--- src/include/blk_defs.svh ---
// ======================================================================
// Block accelerator defines: word and address widths, block size in
// words and number of mixer rounds per block
// ======================================================================

`ifndef BLK_DEFS_SVH
`define BLK_DEFS_SVH

// Memory word and byte address widths
`define BLK_WORD_W 32
`define BLK_ADDR_W 32

// Words in one 16-byte block
`define BLK_WORDS  4

// Mixer rounds applied to each block
`define BLK_ROUNDS 4

`endif

--- src/design/ctrl_pkg.sv ---
// ======================================================================
// Controller-side types: FSM states, block vector, byte length and
// block counter
// ======================================================================
`default_nettype none

`include "blk_defs.svh"

package ctrl_pkg;

  // Word 0 of a block sits in the low bits
  typedef logic [`BLK_WORD_W*`BLK_WORDS-1:0] block_t;
  typedef logic [`BLK_ADDR_W-1:0]            len_t;
  // Byte length divided by 16
  typedef logic [`BLK_ADDR_W-5:0]            blk_cnt_t;

  typedef enum logic [3:0] {
    IDLE, LOAD, LOAD_WAIT, MIX, MIX_WAIT, STORE, STORE_WAIT, NEXT, FINISH
  } fsm_state_t;

endpackage

`default_nettype wire

--- src/design/mem_pkg.sv ---
// ======================================================================
// Memory-side types: data word and byte address
// ======================================================================
`default_nettype none

`include "blk_defs.svh"

package mem_pkg;

  typedef logic [`BLK_WORD_W-1:0] word_t;
  typedef logic [`BLK_ADDR_W-1:0] addr_t;

endpackage

`default_nettype wire

--- src/design/blk_fsm.sv ---
// ======================================================================
// Job controller FSM: block counter, block buffer, load and store
// address generation, start pulses to the units, busy and done
// ======================================================================
`timescale 1ns/1ps
`default_nettype none

`include "blk_defs.svh"

module blk_fsm (
  input  wire logic               clk,
  input  wire logic               reset_n,
  input  wire logic               start_i,
  input  wire mem_pkg::addr_t     in_addr_i,
  input  wire mem_pkg::addr_t     out_addr_i,
  input  wire ctrl_pkg::len_t     byte_len_i,
  output logic                    load_start_o,
  output mem_pkg::addr_t          load_addr_o,
  input  wire logic               load_done_i,
  input  wire ctrl_pkg::block_t   load_block_i,
  output logic                    mix_start_o,
  output ctrl_pkg::block_t        mix_block_o,
  input  wire logic               mix_done_i,
  input  wire ctrl_pkg::block_t   mix_block_i,
  output logic                    store_start_o,
  output mem_pkg::addr_t          store_addr_o,
  output ctrl_pkg::block_t        store_block_o,
  input  wire logic               store_done_i,
  output logic                    busy_o,
  output logic                    done_o
);

  ctrl_pkg::fsm_state_t state_q, state_d;
  ctrl_pkg::blk_cnt_t   blk_cnt_q;
  ctrl_pkg::blk_cnt_t   blk_total_q;
  ctrl_pkg::block_t     buf_q;
  logic                 busy_q;
  logic                 done_q;
  logic                 start_ok;

  // A new job is taken only once the previous one has fully retired
  assign start_ok = start_i && !busy_q;

  always_comb begin
    state_d = state_q;
    case (state_q)
      ctrl_pkg::IDLE: begin
        if (start_ok) begin
          if (byte_len_i[`BLK_ADDR_W-1:4] == '0) begin
            state_d = ctrl_pkg::FINISH;
          end else begin
            state_d = ctrl_pkg::LOAD;
          end
        end
      end
      ctrl_pkg::LOAD:       state_d = ctrl_pkg::LOAD_WAIT;
      ctrl_pkg::LOAD_WAIT:  if (load_done_i) state_d = ctrl_pkg::MIX;
      ctrl_pkg::MIX:        state_d = ctrl_pkg::MIX_WAIT;
      ctrl_pkg::MIX_WAIT:   if (mix_done_i) state_d = ctrl_pkg::STORE;
      ctrl_pkg::STORE:      state_d = ctrl_pkg::STORE_WAIT;
      ctrl_pkg::STORE_WAIT: if (store_done_i) state_d = ctrl_pkg::NEXT;
      ctrl_pkg::NEXT: begin
        if (ctrl_pkg::blk_cnt_t'(blk_cnt_q + 1'b1) == blk_total_q) begin
          state_d = ctrl_pkg::FINISH;
        end else begin
          state_d = ctrl_pkg::LOAD;
        end
      end
      ctrl_pkg::FINISH:     state_d = ctrl_pkg::IDLE;
      default:              state_d = ctrl_pkg::IDLE;
    endcase
  end

  always_ff @(posedge clk or negedge reset_n) begin
    if (!reset_n) begin
      state_q     <= ctrl_pkg::IDLE;
      busy_q      <= 1'b0;
      done_q      <= 1'b0;
      blk_cnt_q   <= '0;
      blk_total_q <= '0;
    end else begin
      state_q <= state_d;
      done_q  <= (state_q == ctrl_pkg::FINISH);
      // Busy drops the cycle after done
      if (state_q == ctrl_pkg::IDLE && start_ok) begin
        busy_q <= 1'b1;
      end else if (done_q) begin
        busy_q <= 1'b0;
      end
      if (state_q == ctrl_pkg::IDLE && start_ok) begin
        blk_cnt_q   <= '0;
        blk_total_q <= byte_len_i[`BLK_ADDR_W-1:4];
      end else if (state_q == ctrl_pkg::NEXT) begin
        blk_cnt_q <= blk_cnt_q + 1'b1;
      end
    end
  end

  // Block buffer holds the loaded data, then the mixed result
  always_ff @(posedge clk) begin
    if (state_q == ctrl_pkg::LOAD_WAIT && load_done_i) begin
      buf_q <= load_block_i;
    end else if (state_q == ctrl_pkg::MIX_WAIT && mix_done_i) begin
      buf_q <= mix_block_i;
    end
  end

  // Base plus block index times 16
  assign load_addr_o   = in_addr_i + {blk_cnt_q, 4'b0000};
  assign store_addr_o  = out_addr_i + {blk_cnt_q, 4'b0000};

  assign load_start_o  = (state_q == ctrl_pkg::LOAD);
  assign mix_start_o   = (state_q == ctrl_pkg::MIX);
  assign store_start_o = (state_q == ctrl_pkg::STORE);
  assign mix_block_o   = buf_q;
  assign store_block_o = buf_q;
  assign busy_o        = busy_q;
  assign done_o        = done_q;

endmodule

`default_nettype wire

--- src/design/blk_top.sv ---
// ======================================================================
// Block accelerator top: controller, loader, storer, arbiter, mixer
// ======================================================================
`timescale 1ns/1ps
`default_nettype none

`include "blk_defs.svh"

module blk_top (
  input  wire logic             clk,
  input  wire logic             reset_n,
  input  wire logic             start_i,
  input  wire mem_pkg::addr_t   in_addr_i,
  input  wire mem_pkg::addr_t   out_addr_i,
  input  wire ctrl_pkg::len_t   byte_len_i,
  input  wire mem_pkg::word_t   key_i,
  output logic                  mem_req_o,
  output logic                  mem_we_o,
  output mem_pkg::addr_t        mem_addr_o,
  output mem_pkg::word_t        mem_wdata_o,
  input  wire mem_pkg::word_t   mem_rdata_i,
  output logic                  busy_o,
  output logic                  done_o
);

  logic               load_start, load_done, ld_req, ld_gnt, ld_rvalid;
  logic               mix_start, mix_done;
  logic               store_start, store_done, st_req, st_we, st_gnt;
  mem_pkg::addr_t     load_addr, store_addr, ld_addr, st_addr;
  mem_pkg::word_t     ld_rdata, st_wdata;
  ctrl_pkg::block_t   load_block, mix_in, mix_out, store_block;

  blk_fsm u_fsm (
    .clk, .reset_n, .start_i, .in_addr_i, .out_addr_i, .byte_len_i,
    .load_start_o(load_start), .load_addr_o(load_addr),
    .load_done_i(load_done), .load_block_i(load_block),
    .mix_start_o(mix_start), .mix_block_o(mix_in),
    .mix_done_i(mix_done), .mix_block_i(mix_out),
    .store_start_o(store_start), .store_addr_o(store_addr),
    .store_block_o(store_block), .store_done_i(store_done),
    .busy_o, .done_o
  );

  word_loader u_loader (
    .clk, .reset_n, .start_i(load_start), .base_i(load_addr),
    .req_o(ld_req), .addr_o(ld_addr), .gnt_i(ld_gnt),
    .rvalid_i(ld_rvalid), .rdata_i(ld_rdata),
    .done_o(load_done), .block_o(load_block)
  );

  word_storer u_storer (
    .clk, .reset_n, .start_i(store_start), .base_i(store_addr),
    .block_i(store_block), .req_o(st_req), .we_o(st_we),
    .addr_o(st_addr), .wdata_o(st_wdata), .gnt_i(st_gnt), .done_o(store_done)
  );

  mem_arbiter u_arb (
    .clk, .reset_n,
    .ld_req_i(ld_req), .ld_addr_i(ld_addr), .ld_gnt_o(ld_gnt),
    .ld_rvalid_o(ld_rvalid), .ld_rdata_o(ld_rdata),
    .st_req_i(st_req), .st_we_i(st_we), .st_addr_i(st_addr),
    .st_wdata_i(st_wdata), .st_gnt_o(st_gnt),
    .mem_req_o, .mem_we_o, .mem_addr_o, .mem_wdata_o, .mem_rdata_i
  );

  block_mixer u_mixer (
    .clk, .reset_n, .start_i(mix_start), .block_i(mix_in), .key_i,
    .done_o(mix_done), .block_o(mix_out)
  );

endmodule

`default_nettype wire

--- src/design/block_mixer.sv ---
// ======================================================================
// Keyed mixing engine: one rotate-and-xor round per cycle
// ======================================================================
`timescale 1ns/1ps
`default_nettype none

`include "blk_defs.svh"

module block_mixer (
  input  wire logic             clk,
  input  wire logic             reset_n,
  input  wire logic             start_i,
  input  wire ctrl_pkg::block_t block_i,
  input  wire mem_pkg::word_t   key_i,
  output logic                  done_o,
  output ctrl_pkg::block_t      block_o
);

  localparam int unsigned       W     = `BLK_WORD_W;
  localparam int unsigned       CNT_W = $clog2(`BLK_ROUNDS);
  localparam logic [CNT_W-1:0]  LAST  = CNT_W'(`BLK_ROUNDS - 1);

  logic               active;
  logic [CNT_W-1:0]   rnd_cnt;
  logic               done_q;
  ctrl_pkg::block_t   state_q;

  // Word i becomes rol8(w[i] ^ key) ^ w[i+1], indices wrap
  function automatic ctrl_pkg::block_t mix_round(input ctrl_pkg::block_t b,
                                                 input mem_pkg::word_t k);
    ctrl_pkg::block_t r;
    mem_pkg::word_t   x;
    int               i;
    r = '0;
    for (i = 0; i < `BLK_WORDS; i++) begin
      x = b[i*W +: W] ^ k;
      r[i*W +: W] = {x[W-9:0], x[W-1:W-8]} ^ b[((i + 1) % `BLK_WORDS)*W +: W];
    end
    return r;
  endfunction

  // First round is taken on the start edge
  always_ff @(posedge clk or negedge reset_n) begin
    if (!reset_n) begin
      active  <= 1'b0;
      rnd_cnt <= '0;
      done_q  <= 1'b0;
    end else begin
      done_q <= 1'b0;
      if (start_i) begin
        active  <= 1'b1;
        rnd_cnt <= CNT_W'(1);
      end else if (active) begin
        rnd_cnt <= rnd_cnt + 1'b1;
        if (rnd_cnt == LAST) begin
          active <= 1'b0;
          done_q <= 1'b1;
        end
      end
    end
  end

  always_ff @(posedge clk) begin
    if (start_i) begin
      state_q <= mix_round(block_i, key_i);
    end else if (active) begin
      state_q <= mix_round(state_q, key_i);
    end
  end

  assign done_o  = done_q;
  assign block_o = state_q;

endmodule

`default_nettype wire

--- src/design/mem_arbiter.sv ---
// ======================================================================
// Fixed-priority memory arbiter, storer over loader, with read-return
// steering back to the loader
// ======================================================================
`timescale 1ns/1ps
`default_nettype none

`include "blk_defs.svh"

module mem_arbiter (
  input  wire logic             clk,
  input  wire logic             reset_n,
  input  wire logic             ld_req_i,
  input  wire mem_pkg::addr_t   ld_addr_i,
  output logic                  ld_gnt_o,
  output logic                  ld_rvalid_o,
  output mem_pkg::word_t        ld_rdata_o,
  input  wire logic             st_req_i,
  input  wire logic             st_we_i,
  input  wire mem_pkg::addr_t   st_addr_i,
  input  wire mem_pkg::word_t   st_wdata_i,
  output logic                  st_gnt_o,
  output logic                  mem_req_o,
  output logic                  mem_we_o,
  output mem_pkg::addr_t        mem_addr_o,
  output mem_pkg::word_t        mem_wdata_o,
  input  wire mem_pkg::word_t   mem_rdata_i
);

  logic ld_rd_pend;

  // Storer always wins a tie
  assign st_gnt_o    = st_req_i;
  assign ld_gnt_o    = ld_req_i && !st_req_i;

  assign mem_req_o   = st_req_i || ld_req_i;
  assign mem_we_o    = st_req_i && st_we_i;
  assign mem_addr_o  = st_req_i ? st_addr_i : ld_addr_i;
  assign mem_wdata_o = st_wdata_i;

  // Loader read in flight, data comes back next cycle
  always_ff @(posedge clk or negedge reset_n) begin
    if (!reset_n) begin
      ld_rd_pend <= 1'b0;
    end else begin
      ld_rd_pend <= ld_gnt_o;
    end
  end

  assign ld_rvalid_o = ld_rd_pend;
  assign ld_rdata_o  = mem_rdata_i;

endmodule

`default_nettype wire

--- src/design/word_loader.sv ---
// ======================================================================
// Block loader: word reads through the arbiter, block assembly
// ======================================================================
`timescale 1ns/1ps
`default_nettype none

`include "blk_defs.svh"

module word_loader (
  input  wire logic             clk,
  input  wire logic             reset_n,
  input  wire logic             start_i,
  input  wire mem_pkg::addr_t   base_i,
  output logic                  req_o,
  output mem_pkg::addr_t        addr_o,
  input  wire logic             gnt_i,
  input  wire logic             rvalid_i,
  input  wire mem_pkg::word_t   rdata_i,
  output logic                  done_o,
  output ctrl_pkg::block_t      block_o
);

  localparam int unsigned          CNT_W = $clog2(`BLK_WORDS);
  localparam logic [CNT_W-1:0]     LAST  = CNT_W'(`BLK_WORDS - 1);

  logic                 issue_act;
  logic [CNT_W-1:0]     issue_cnt;
  logic [CNT_W-1:0]     ret_cnt;
  logic                 done_q;
  mem_pkg::addr_t       base_q;
  ctrl_pkg::block_t     block_q;

  // First read goes out in the start cycle itself
  assign req_o  = start_i || issue_act;
  assign addr_o = start_i ? base_i : base_q + mem_pkg::addr_t'({issue_cnt, 2'b00});

  // Counters wrap back to zero after the last word
  always_ff @(posedge clk or negedge reset_n) begin
    if (!reset_n) begin
      issue_act <= 1'b0;
      issue_cnt <= '0;
      ret_cnt   <= '0;
      done_q    <= 1'b0;
    end else begin
      if (start_i) begin
        issue_act <= 1'b1;
      end
      if (req_o && gnt_i) begin
        issue_cnt <= issue_cnt + 1'b1;
        if (issue_cnt == LAST) begin
          issue_act <= 1'b0;
        end
      end
      if (rvalid_i) begin
        ret_cnt <= ret_cnt + 1'b1;
      end
      done_q <= rvalid_i && (ret_cnt == LAST);
    end
  end

  always_ff @(posedge clk) begin
    if (start_i) begin
      base_q <= base_i;
    end
    if (rvalid_i) begin
      block_q[ret_cnt*`BLK_WORD_W +: `BLK_WORD_W] <= rdata_i;
    end
  end

  assign done_o  = done_q;
  assign block_o = block_q;

endmodule

`default_nettype wire

--- src/design/word_storer.sv ---
// ======================================================================
// Block storer: four word writes through the arbiter
// ======================================================================
`timescale 1ns/1ps
`default_nettype none

`include "blk_defs.svh"

module word_storer (
  input  wire logic             clk,
  input  wire logic             reset_n,
  input  wire logic             start_i,
  input  wire mem_pkg::addr_t   base_i,
  input  wire ctrl_pkg::block_t block_i,
  output logic                  req_o,
  output logic                  we_o,
  output mem_pkg::addr_t        addr_o,
  output mem_pkg::word_t        wdata_o,
  input  wire logic             gnt_i,
  output logic                  done_o
);

  localparam int unsigned       CNT_W = $clog2(`BLK_WORDS);
  localparam logic [CNT_W-1:0]  LAST  = CNT_W'(`BLK_WORDS - 1);

  logic               active;
  logic [CNT_W-1:0]   idx;
  logic               done_q;
  mem_pkg::addr_t     base_q;
  ctrl_pkg::block_t   block_q;

  always_ff @(posedge clk or negedge reset_n) begin
    if (!reset_n) begin
      active <= 1'b0;
      idx    <= '0;
      done_q <= 1'b0;
    end else begin
      done_q <= 1'b0;
      if (start_i) begin
        active <= 1'b1;
        idx    <= '0;
      end else if (active && gnt_i) begin
        idx <= idx + 1'b1;
        if (idx == LAST) begin
          active <= 1'b0;
          done_q <= 1'b1;
        end
      end
    end
  end

  always_ff @(posedge clk) begin
    if (start_i) begin
      base_q  <= base_i;
      block_q <= block_i;
    end
  end

  // Only writes are issued
  assign req_o   = active;
  assign we_o    = active;
  assign addr_o  = base_q + mem_pkg::addr_t'({idx, 2'b00});
  assign wdata_o = block_q[idx*`BLK_WORD_W +: `BLK_WORD_W];
  assign done_o  = done_q;

endmodule

`default_nettype wire

--- config.mk ---
export PLATFORM = sky130hd
export DESIGN_NAME = blk_top
export DESIGN_NICKNAME = d
export VERILOG_FILES = /design/src/design/ctrl_pkg.sv /design/src/design/mem_pkg.sv /design/src/design/blk_fsm.sv /design/src/design/blk_top.sv /design/src/design/block_mixer.sv /design/src/design/mem_arbiter.sv /design/src/design/word_loader.sv /design/src/design/word_storer.sv
export VERILOG_INCLUDE_DIRS = /design/src /design/src/include
export SDC_FILE = /design/constraint.sdc
export NUM_CORES = 1
export LEC_CHECK = 0
export BUFFER_PORTS_ARGS = -buffer_cell sky130_fd_sc_hd__clkbuf_2
export CAP_MARGIN = 20
export CORE_MARGIN = 2
export CORE_UTILIZATION = 40
export CTS_CLUSTER_DIAMETER = 150
export CTS_CLUSTER_SIZE = 25
export DETAILED_ROUTE_END_ITERATION = 7
export SYNTH_ARGS = -nofsm -noshare
export SYNTH_HDL_FRONTEND = slang
export SYNTH_HIERARCHICAL = 1
export SYNTH_SLANG_ARGS = --single-unit
--- constraint.sdc ---
create_clock -name clk -period 12.16 [get_ports clk]
set_input_delay 1.216 -clock clk [delete_from_list [all_inputs] [get_ports clk]]
set_output_delay 1.216 -clock clk [all_outputs]
set_load 0.01 [all_outputs]
==> results of run 1 <==
metal layers:
layer / track usage / vias to the layer above / share of wire
met5: 0 / - / 0.0016
met4: 0.03413 / 20 / 0.018
met3: 0.02751 / 98 / 0.051
met2: 0.3356 / 569 / 0.51
met1: 0.2374 / 10365 / 0.42
li1: - / 9642 / -
cell usage in the layout (no fill, tap or decap), types with 11 or more instances in the layout:
cell	n
a21o_1	21
a21oi_1	50
a31oi_1	22
and2_1	139
and3_1	17
and4_1	15
buf_4	23
clkbuf_1	23
clkbuf_16	30
clkbuf_2	225
dfrtp_1	74
edfxtp_1	576
ha_1	67
inv_1	38
mux2_2	165
mux2_4	27
mux2i_1	130
mux4_2	33
nand2_1	88
nand2b_1	12
nand3_1	51
nand4_1	33
nor2_1	76
nor4_1	12
o21a_1	11
o21ai_0	73
o31ai_1	22
or4_1	14
xnor2_1	224
xor2_1	292
where the power goes:
| group | internal [W] | total, W | switching (W) |
|---|---|---|---|
| Combinational | 0.00146 | 0.00310 | 0.00164 |
| Clock | 0.000479 | 0.00120 | 0.000724 |
| Sequential | 0.00336 | 0.00385 | 0.000488 |
sequential cells by signal, indices dropped and copies added, names as in the netlist:
signal and cells:
u_fsm/blk_total_q 28, u_storer/done_o 1, u_storer/idx 2, u_loader/block_o 128
u_storer/base_q 32, u_arb/ld_rvalid_o 1, u_fsm/state_q 4, u_mixer/active 1
u_loader/issue_cnt 2, u_fsm/done_o 1, u_fsm/busy_o 1, u_fsm/blk_cnt_q 28
u_fsm/mix_block_o 128, u_loader/base_q 32, u_mixer/block_o 128, u_mixer/rnd_cnt 2
u_storer/req_o 1, u_storer/block_q 128, u_loader/done_o 1, u_mixer/done_o 1
u_loader/ret_cnt 2, u_loader/issue_act 1
per-stage QoR:
| step | total power, W | instance area, um2 |
|---|---|---|
| finish | 0.008147 | 37550 |
| global placement | 0.006925 | 36620 |
| global route | 0.008634 | 37540 |
| detailed placement | 0.007028 | 36620 |
| CTS | 0.008253 | 37510 |
| floorplan | 0.006218 | 35950 |
how the worst max path moves through the flow:
stage | start | to | slack [ps] | cells after the start
after global routing | u_fsm/blk_cnt_q[0] | mem_addr_o[30] | 5740 | 15
after global placement | in_addr_i[4] | mem_addr_o[30] | 6330 | 16
after detailed placement | in_addr_i[4] | mem_addr_o[30] | 6310 | 16
after CTS | u_fsm/blk_cnt_q[0] | mem_addr_o[30] | 6190 | 15
final | u_fsm/blk_cnt_q[0] | mem_addr_o[30] | 6200 | 15
after floorplan | u_fsm/state_q[2] | u_fsm/mix_block_o[0] | 2000 | 5
kinds of logic after synthesis:
kind of cell,count (synthesis)
compound gates,266
flops,653
simple gates,524
fa+ha+maj,71
mux,355
buf+inv,365
xor+xnor,516
critical path: stages (launching register included):
cell,delay [ps]
dfrtp_1,600
ha_1,270
inv_1,70
fa_1,400
nand2b_1,200
a2111oi_0,430
nor2_1,130
o21ai_1,350
o21ai_0,250
a211oi_1,410
nor3_1,100
nand3b_1,250
nor2_1,160
a31oi_1,50
mux2_2,290
clkbuf_2,130
area by class of cell:
cell class                 count  area [um2]  area share
clock inverter                 3       57.56    0.001533
timing repair buffer         251        1366     0.03639
inverter                      39       146.4    0.003899
multi-input combinational   1732       14450      0.3848
sequential                   653       19230      0.5121
tap                         1165        1458     0.03882
antenna                        3       7.507   0.0001999
clock buffer                  53       837.1     0.02229
==> results.md, run 1 <==
- Status: complete, no violations
- Synth cell count leaders: edfxtp_1 (576), xor2_1 (292), xnor2_1 (224), buf_4 (213), mux2_2 (165)
- Max VDD drop: 0.1368 mV
- RSZ-0062 raised after global routing: false
- Class of the worst hold path: input port to async pin
- TritonCTS Buffers: 30
- Clock sink total: 653
- Post-synth EDFFs: 576
- R2R Setup Slk: 8420 ps
- Yosys warns: 6
- Cell Pwr Density: 217.0 nW/um2
- Hold Fails Final Rpt: 0
- IO Port Bufs: 226
- Worst-Skew Late Latency: 680 ps
- IO Pins: 231
- Primary FF master, synth: edfxtp_1
- Std-Cell Rows: 109
- Hpwl dp: 60450 um
- Post-Syn Area per Cell: 13.07 um2
- Clock-pin transition on the worst setup and hold timing paths: 100 ps
- Ranking of synthesized cells by area: edfxtp_1 (48%), xor2_1 (7.1%), xnor2_1 (5.5%)
- CP Class: register to output port
- Congestion Overflow GR: 0
- Worst path required time: 10940 ps
- Worst Path Arrival: 4740 ps
- Synthesized Nets: 2984
- Mux cell area share after synthesis: 0.1198
- CP max FO: 9
- Root Driver: clkbuf_16
- CTS H-tree lvls: 1
- Tmin final: 5956 ps
- #FFs+latches synth: 653
- Total negative slack: 0 ps
- # nets final: 2941
- Main combinational cell family by area after synthesis: XOR/XNOR gates
- Layout cell share with drive strength beyond 1: 0.2010
- Worst R2R End: u_loader/base_q[30]
- Max Cap Viol: 0
- Routed wire length: 87780 um
- Core box area: 88780 um2
- XOR/XNOR Fraction of Synth Area: 0.1257
- First-pass detailed-route iteration total: 5
- Period utilization: 0.4898
- Fmax: 167.9 MHz
- LEAKAGE: 13.40 nW
- Top cell type's share of synthesized area: 0.4812
- Vias in the first global route: 21.21k
- Cell with the most instances after synthesis: edfxtp_1
- Worst flop-to-flop path startpoint: u_fsm/blk_cnt_q[0]
- Post-Layout Cell Count: 3899
- Fill cells: 8144
- Drt wl/cell: 22.51 um
- Slew margin rel.: 0.1860
- DR vias: 20.69k
- Placed cells: 3839
- Synthesized cell area: 35950 um2
- Setup ws final: 6204 ps
- Postcts setup bufs: 0
- Synth unique cells: 78
- Die width: 303.8 um
- Hold WS: 400.5 ps
- Synth async-reset ratio: 0.1179
- Mapped Cells: 2750
- Vias per cell: 5.308
- P&R area growth vs syn: 4.448%
- All-Layer GR Usage: 0.1858
- Slew @ Worst Pin: 1221 ps
- Max Root-Sink Buffers: 3
- Seq/Total Area, Yosys: 0.5348
- Post-Place Setup Slack: 6309 ps
- Element type at the critical path end: output port
- Largest net degree at the start of global routing: 130
- Final setup viols: 0
- Worst Reg-to-Reg Cells: 11
- Initial Util: 0.4049
- Global-route wire length before repair: 131700 um
- Post-Synth Simple-Gate Area: 0.08183
- Initial antenna violation count: 12
- Final slew viol count: 0
- Final Wtd Congestion: 0.8964
- Iter 0 DRT Violations: 1656
- Clk_skew: 49.54 ps
- Remaining antenna violation count after routing: 0
- Complex-gate fraction of the synthesized area: 0.04744
- DRC violations left: 0
- Area share of fa/ha/maj cells after synthesis: 0.02555
- Chip height: 303.8 um
- CTS tree: done
- Critical Path Source Type: register
- Die area: 92280 um2
- Hold buffers post-CTS: 0
- Utilization after layout: 0.4229
- Cts repair resizes: 0
- Yosys top cell by area: edfxtp_1
No activity file was read; power rests on OpenSTA's default activity.
==> run 2: changes to the inputs <==
==> constraint.sdc (replaced) <==
create_clock -name clk -period 5.55 [get_ports clk]
set_input_delay 0.555 -clock clk [delete_from_list [all_inputs] [get_ports clk]]
set_output_delay 0.555 -clock clk [all_outputs]
set_load 0.01 [all_outputs]
==> run 2 against run 1 <==
Effect of this change:
- wire length rose by 0.89%
- hold slack worse by 290 ps
- register-to-register slack lost 6500 ps
- clock power up 110%
- critical path depth unchanged
- sequential share of layout area hardly changed
- non-clock buffer count is 1 higher
- global-route usage up 0.21 points
==> results.md, run 2 (synthesized netlist as in run 1, its figures left out) <==
- Status: complete, no violations
- Worst-Skew Late Latency: 660 ps
- First-pass detailed-route iteration total: 5
- Routed wire length: 88560 um
- Iter 0 DRT Violations: 1596
- Worst Path Arrival: 4600 ps
- # nets final: 2942
- Final Total Pwr: 0.01781 W
- Critical Path Source Type: register
- Most frequent cells in the layout: edfxtp_1 (576), xor2_1 (292), clkbuf_2 (225)
- Hpwl dp: 60280 um
- Utilization after layout: 0.4228
- IO Port Bufs: 226
- Remaining antenna violation count after routing: 0
- Final slew viol count: 0
- Final Wtd Congestion: 0.9154
- Vias per cell: 5.321
- Tmin final: 5156 ps
- Slew margin rel.: 0.2455
- Die area: 92280 um2
- P&R area growth vs syn: 4.427%
- Hold Fails Final Rpt: 0
- Core box area: 88780 um2
- CP max FO: 9
- CP Class: register to output port
- Layout cell share with drive strength beyond 1: 0.2021
- Fmax: 193.9 MHz
- Initial antenna violation count: 12
- CTS H-tree lvls: 1
- Clock sink total: 653
- TritonCTS Buffers: 30
- Period utilization: 0.9290
- IO Pins: 231
- Root Driver: clkbuf_16
- Worst path required time: 4990 ps
- Fill cells: 8233
- Drt wl/cell: 22.81 um
- Max VDD drop: 0.2806 mV
- Total negative slack: 0 ps
- Max Root-Sink Buffers: 3
- Element type at the critical path end: output port
- Max Cap Viol: 0
- Congestion Overflow GR: 0
- Class of the worst hold path: input port to register
- Slew @ Worst Pin: 1132 ps
- Cell Pwr Density: 474.5 nW/um2
- Clk_skew: 39.07 ps
- Largest net degree at the start of global routing: 129
- Die width: 303.8 um
- Commonest non-fill, non-tap cell in the layout: edfxtp_1
- Std-Cell Rows: 109
- CTS tree: done
- All-Layer GR Usage: 0.1879
- Clock-pin transition on the worst setup and hold timing paths: 100 ps
- RSZ-0062 raised after global routing: false
- Vias in the first global route: 21.12k
- Final setup viols: 0
- Global-route wire length before repair: 133300 um
- Cts repair resizes: 0
- Initial Util: 0.4049
- DRC violations left: 0
- DR vias: 20.66k
- Chip height: 303.8 um
- LEAKAGE: 13.40 nW
-- run 2: changes by cell type in the layout (fill, tap and decap cells not counted), sizes merged --
cell / change
clkbuf: -15
dlygate4sd3: +1
diode: -2
-- run 2: what timing repair did --
action,4_1_cts,5_1_grt
buffers inserted,0,0
hold buffers,1,0
hold endpoints to repair,6,0
-- run 2: area by class of cell --
cell class,instances,area [um2],share of cell area
Sequential cell,653,19230,0.5122
Multi-Input combinational cell,1732,14450,0.3850
Tap cell,1165,1458,0.03883
Timing Repair Buffer,252,1414,0.03766
Clock buffer,38,780.7,0.02080
Inverter,39,146.4,0.003900
Clock inverter,3,57.56,0.001533
Antenna cell,1,2.502,0.00006666
-- run 2: power breakdown --
group | internal, W | switching [W]
Combinational | 0.00320 | 0.00361
Sequential | 0.00736 | 0.00107
Clock | 0.00101 | 0.00157
Total | 0.0116 | 0.00625
-- run 2: layer usage --
metal	vias up	global-route usage	wire length [um]	share of wire
met5	-	0	153	0.0017
met4	20	0.03737	1909	0.022
met3	109	0.02605	4145	0.047
met2	516	0.3333	44620	0.50
met1	10403	0.2454	37730	0.43
li1	9614	-	-	-
-- run 2: final timing paths --
kind	start	end	slack (ps)	cells past startpoint
setup / recovery	u_fsm/blk_cnt_q[0]	mem_addr_o[30]	390	15
hold / removal	out_addr_i[1]	u_storer/base_q[1]	110	1
setup reg to reg	u_fsm/blk_cnt_q[0]	u_loader/base_q[30]	1920	11
hold reg to reg	u_fsm/done_o	u_fsm/busy_o	480	1
max in group asynchronous	reset_n	u_fsm/blk_total_q[19]	4480	4
min in group asynchronous	reset_n	u_storer/idx[0]	300	2
-- run 2: through the flow --
step / std cells / setup WS [ps] / instance area, um2 / hold slack [ps]
floorplan: 2750 / 117.0 / 35960 / 259.4
global placement: 3839 / 1095 / 36660 / 373.1
detailed placement: 3839 / 1061 / 36660 / 376.5
CTS: 3881 / 328.4 / 37510 / 44.25
global route: 3883 / 30.99 / 37540 / 68.70
finish: 3883 / 393.9 / 37540 / 105.5
-- run 2: worst max-delay path, stage by stage (launching register included) --
cell	delay [ps]
dfrtp_1	590
ha_1	280
inv_1	70
fa_1	380
nand2b_1	200
a2111oi_0	400
nor2_1	130
o21ai_1	350
o21ai_0	230
a211oi_1	400
nor3_1	100
nand3b_1	230
nor2_1	130
a31oi_1	50
mux2_2	290
clkbuf_2	130
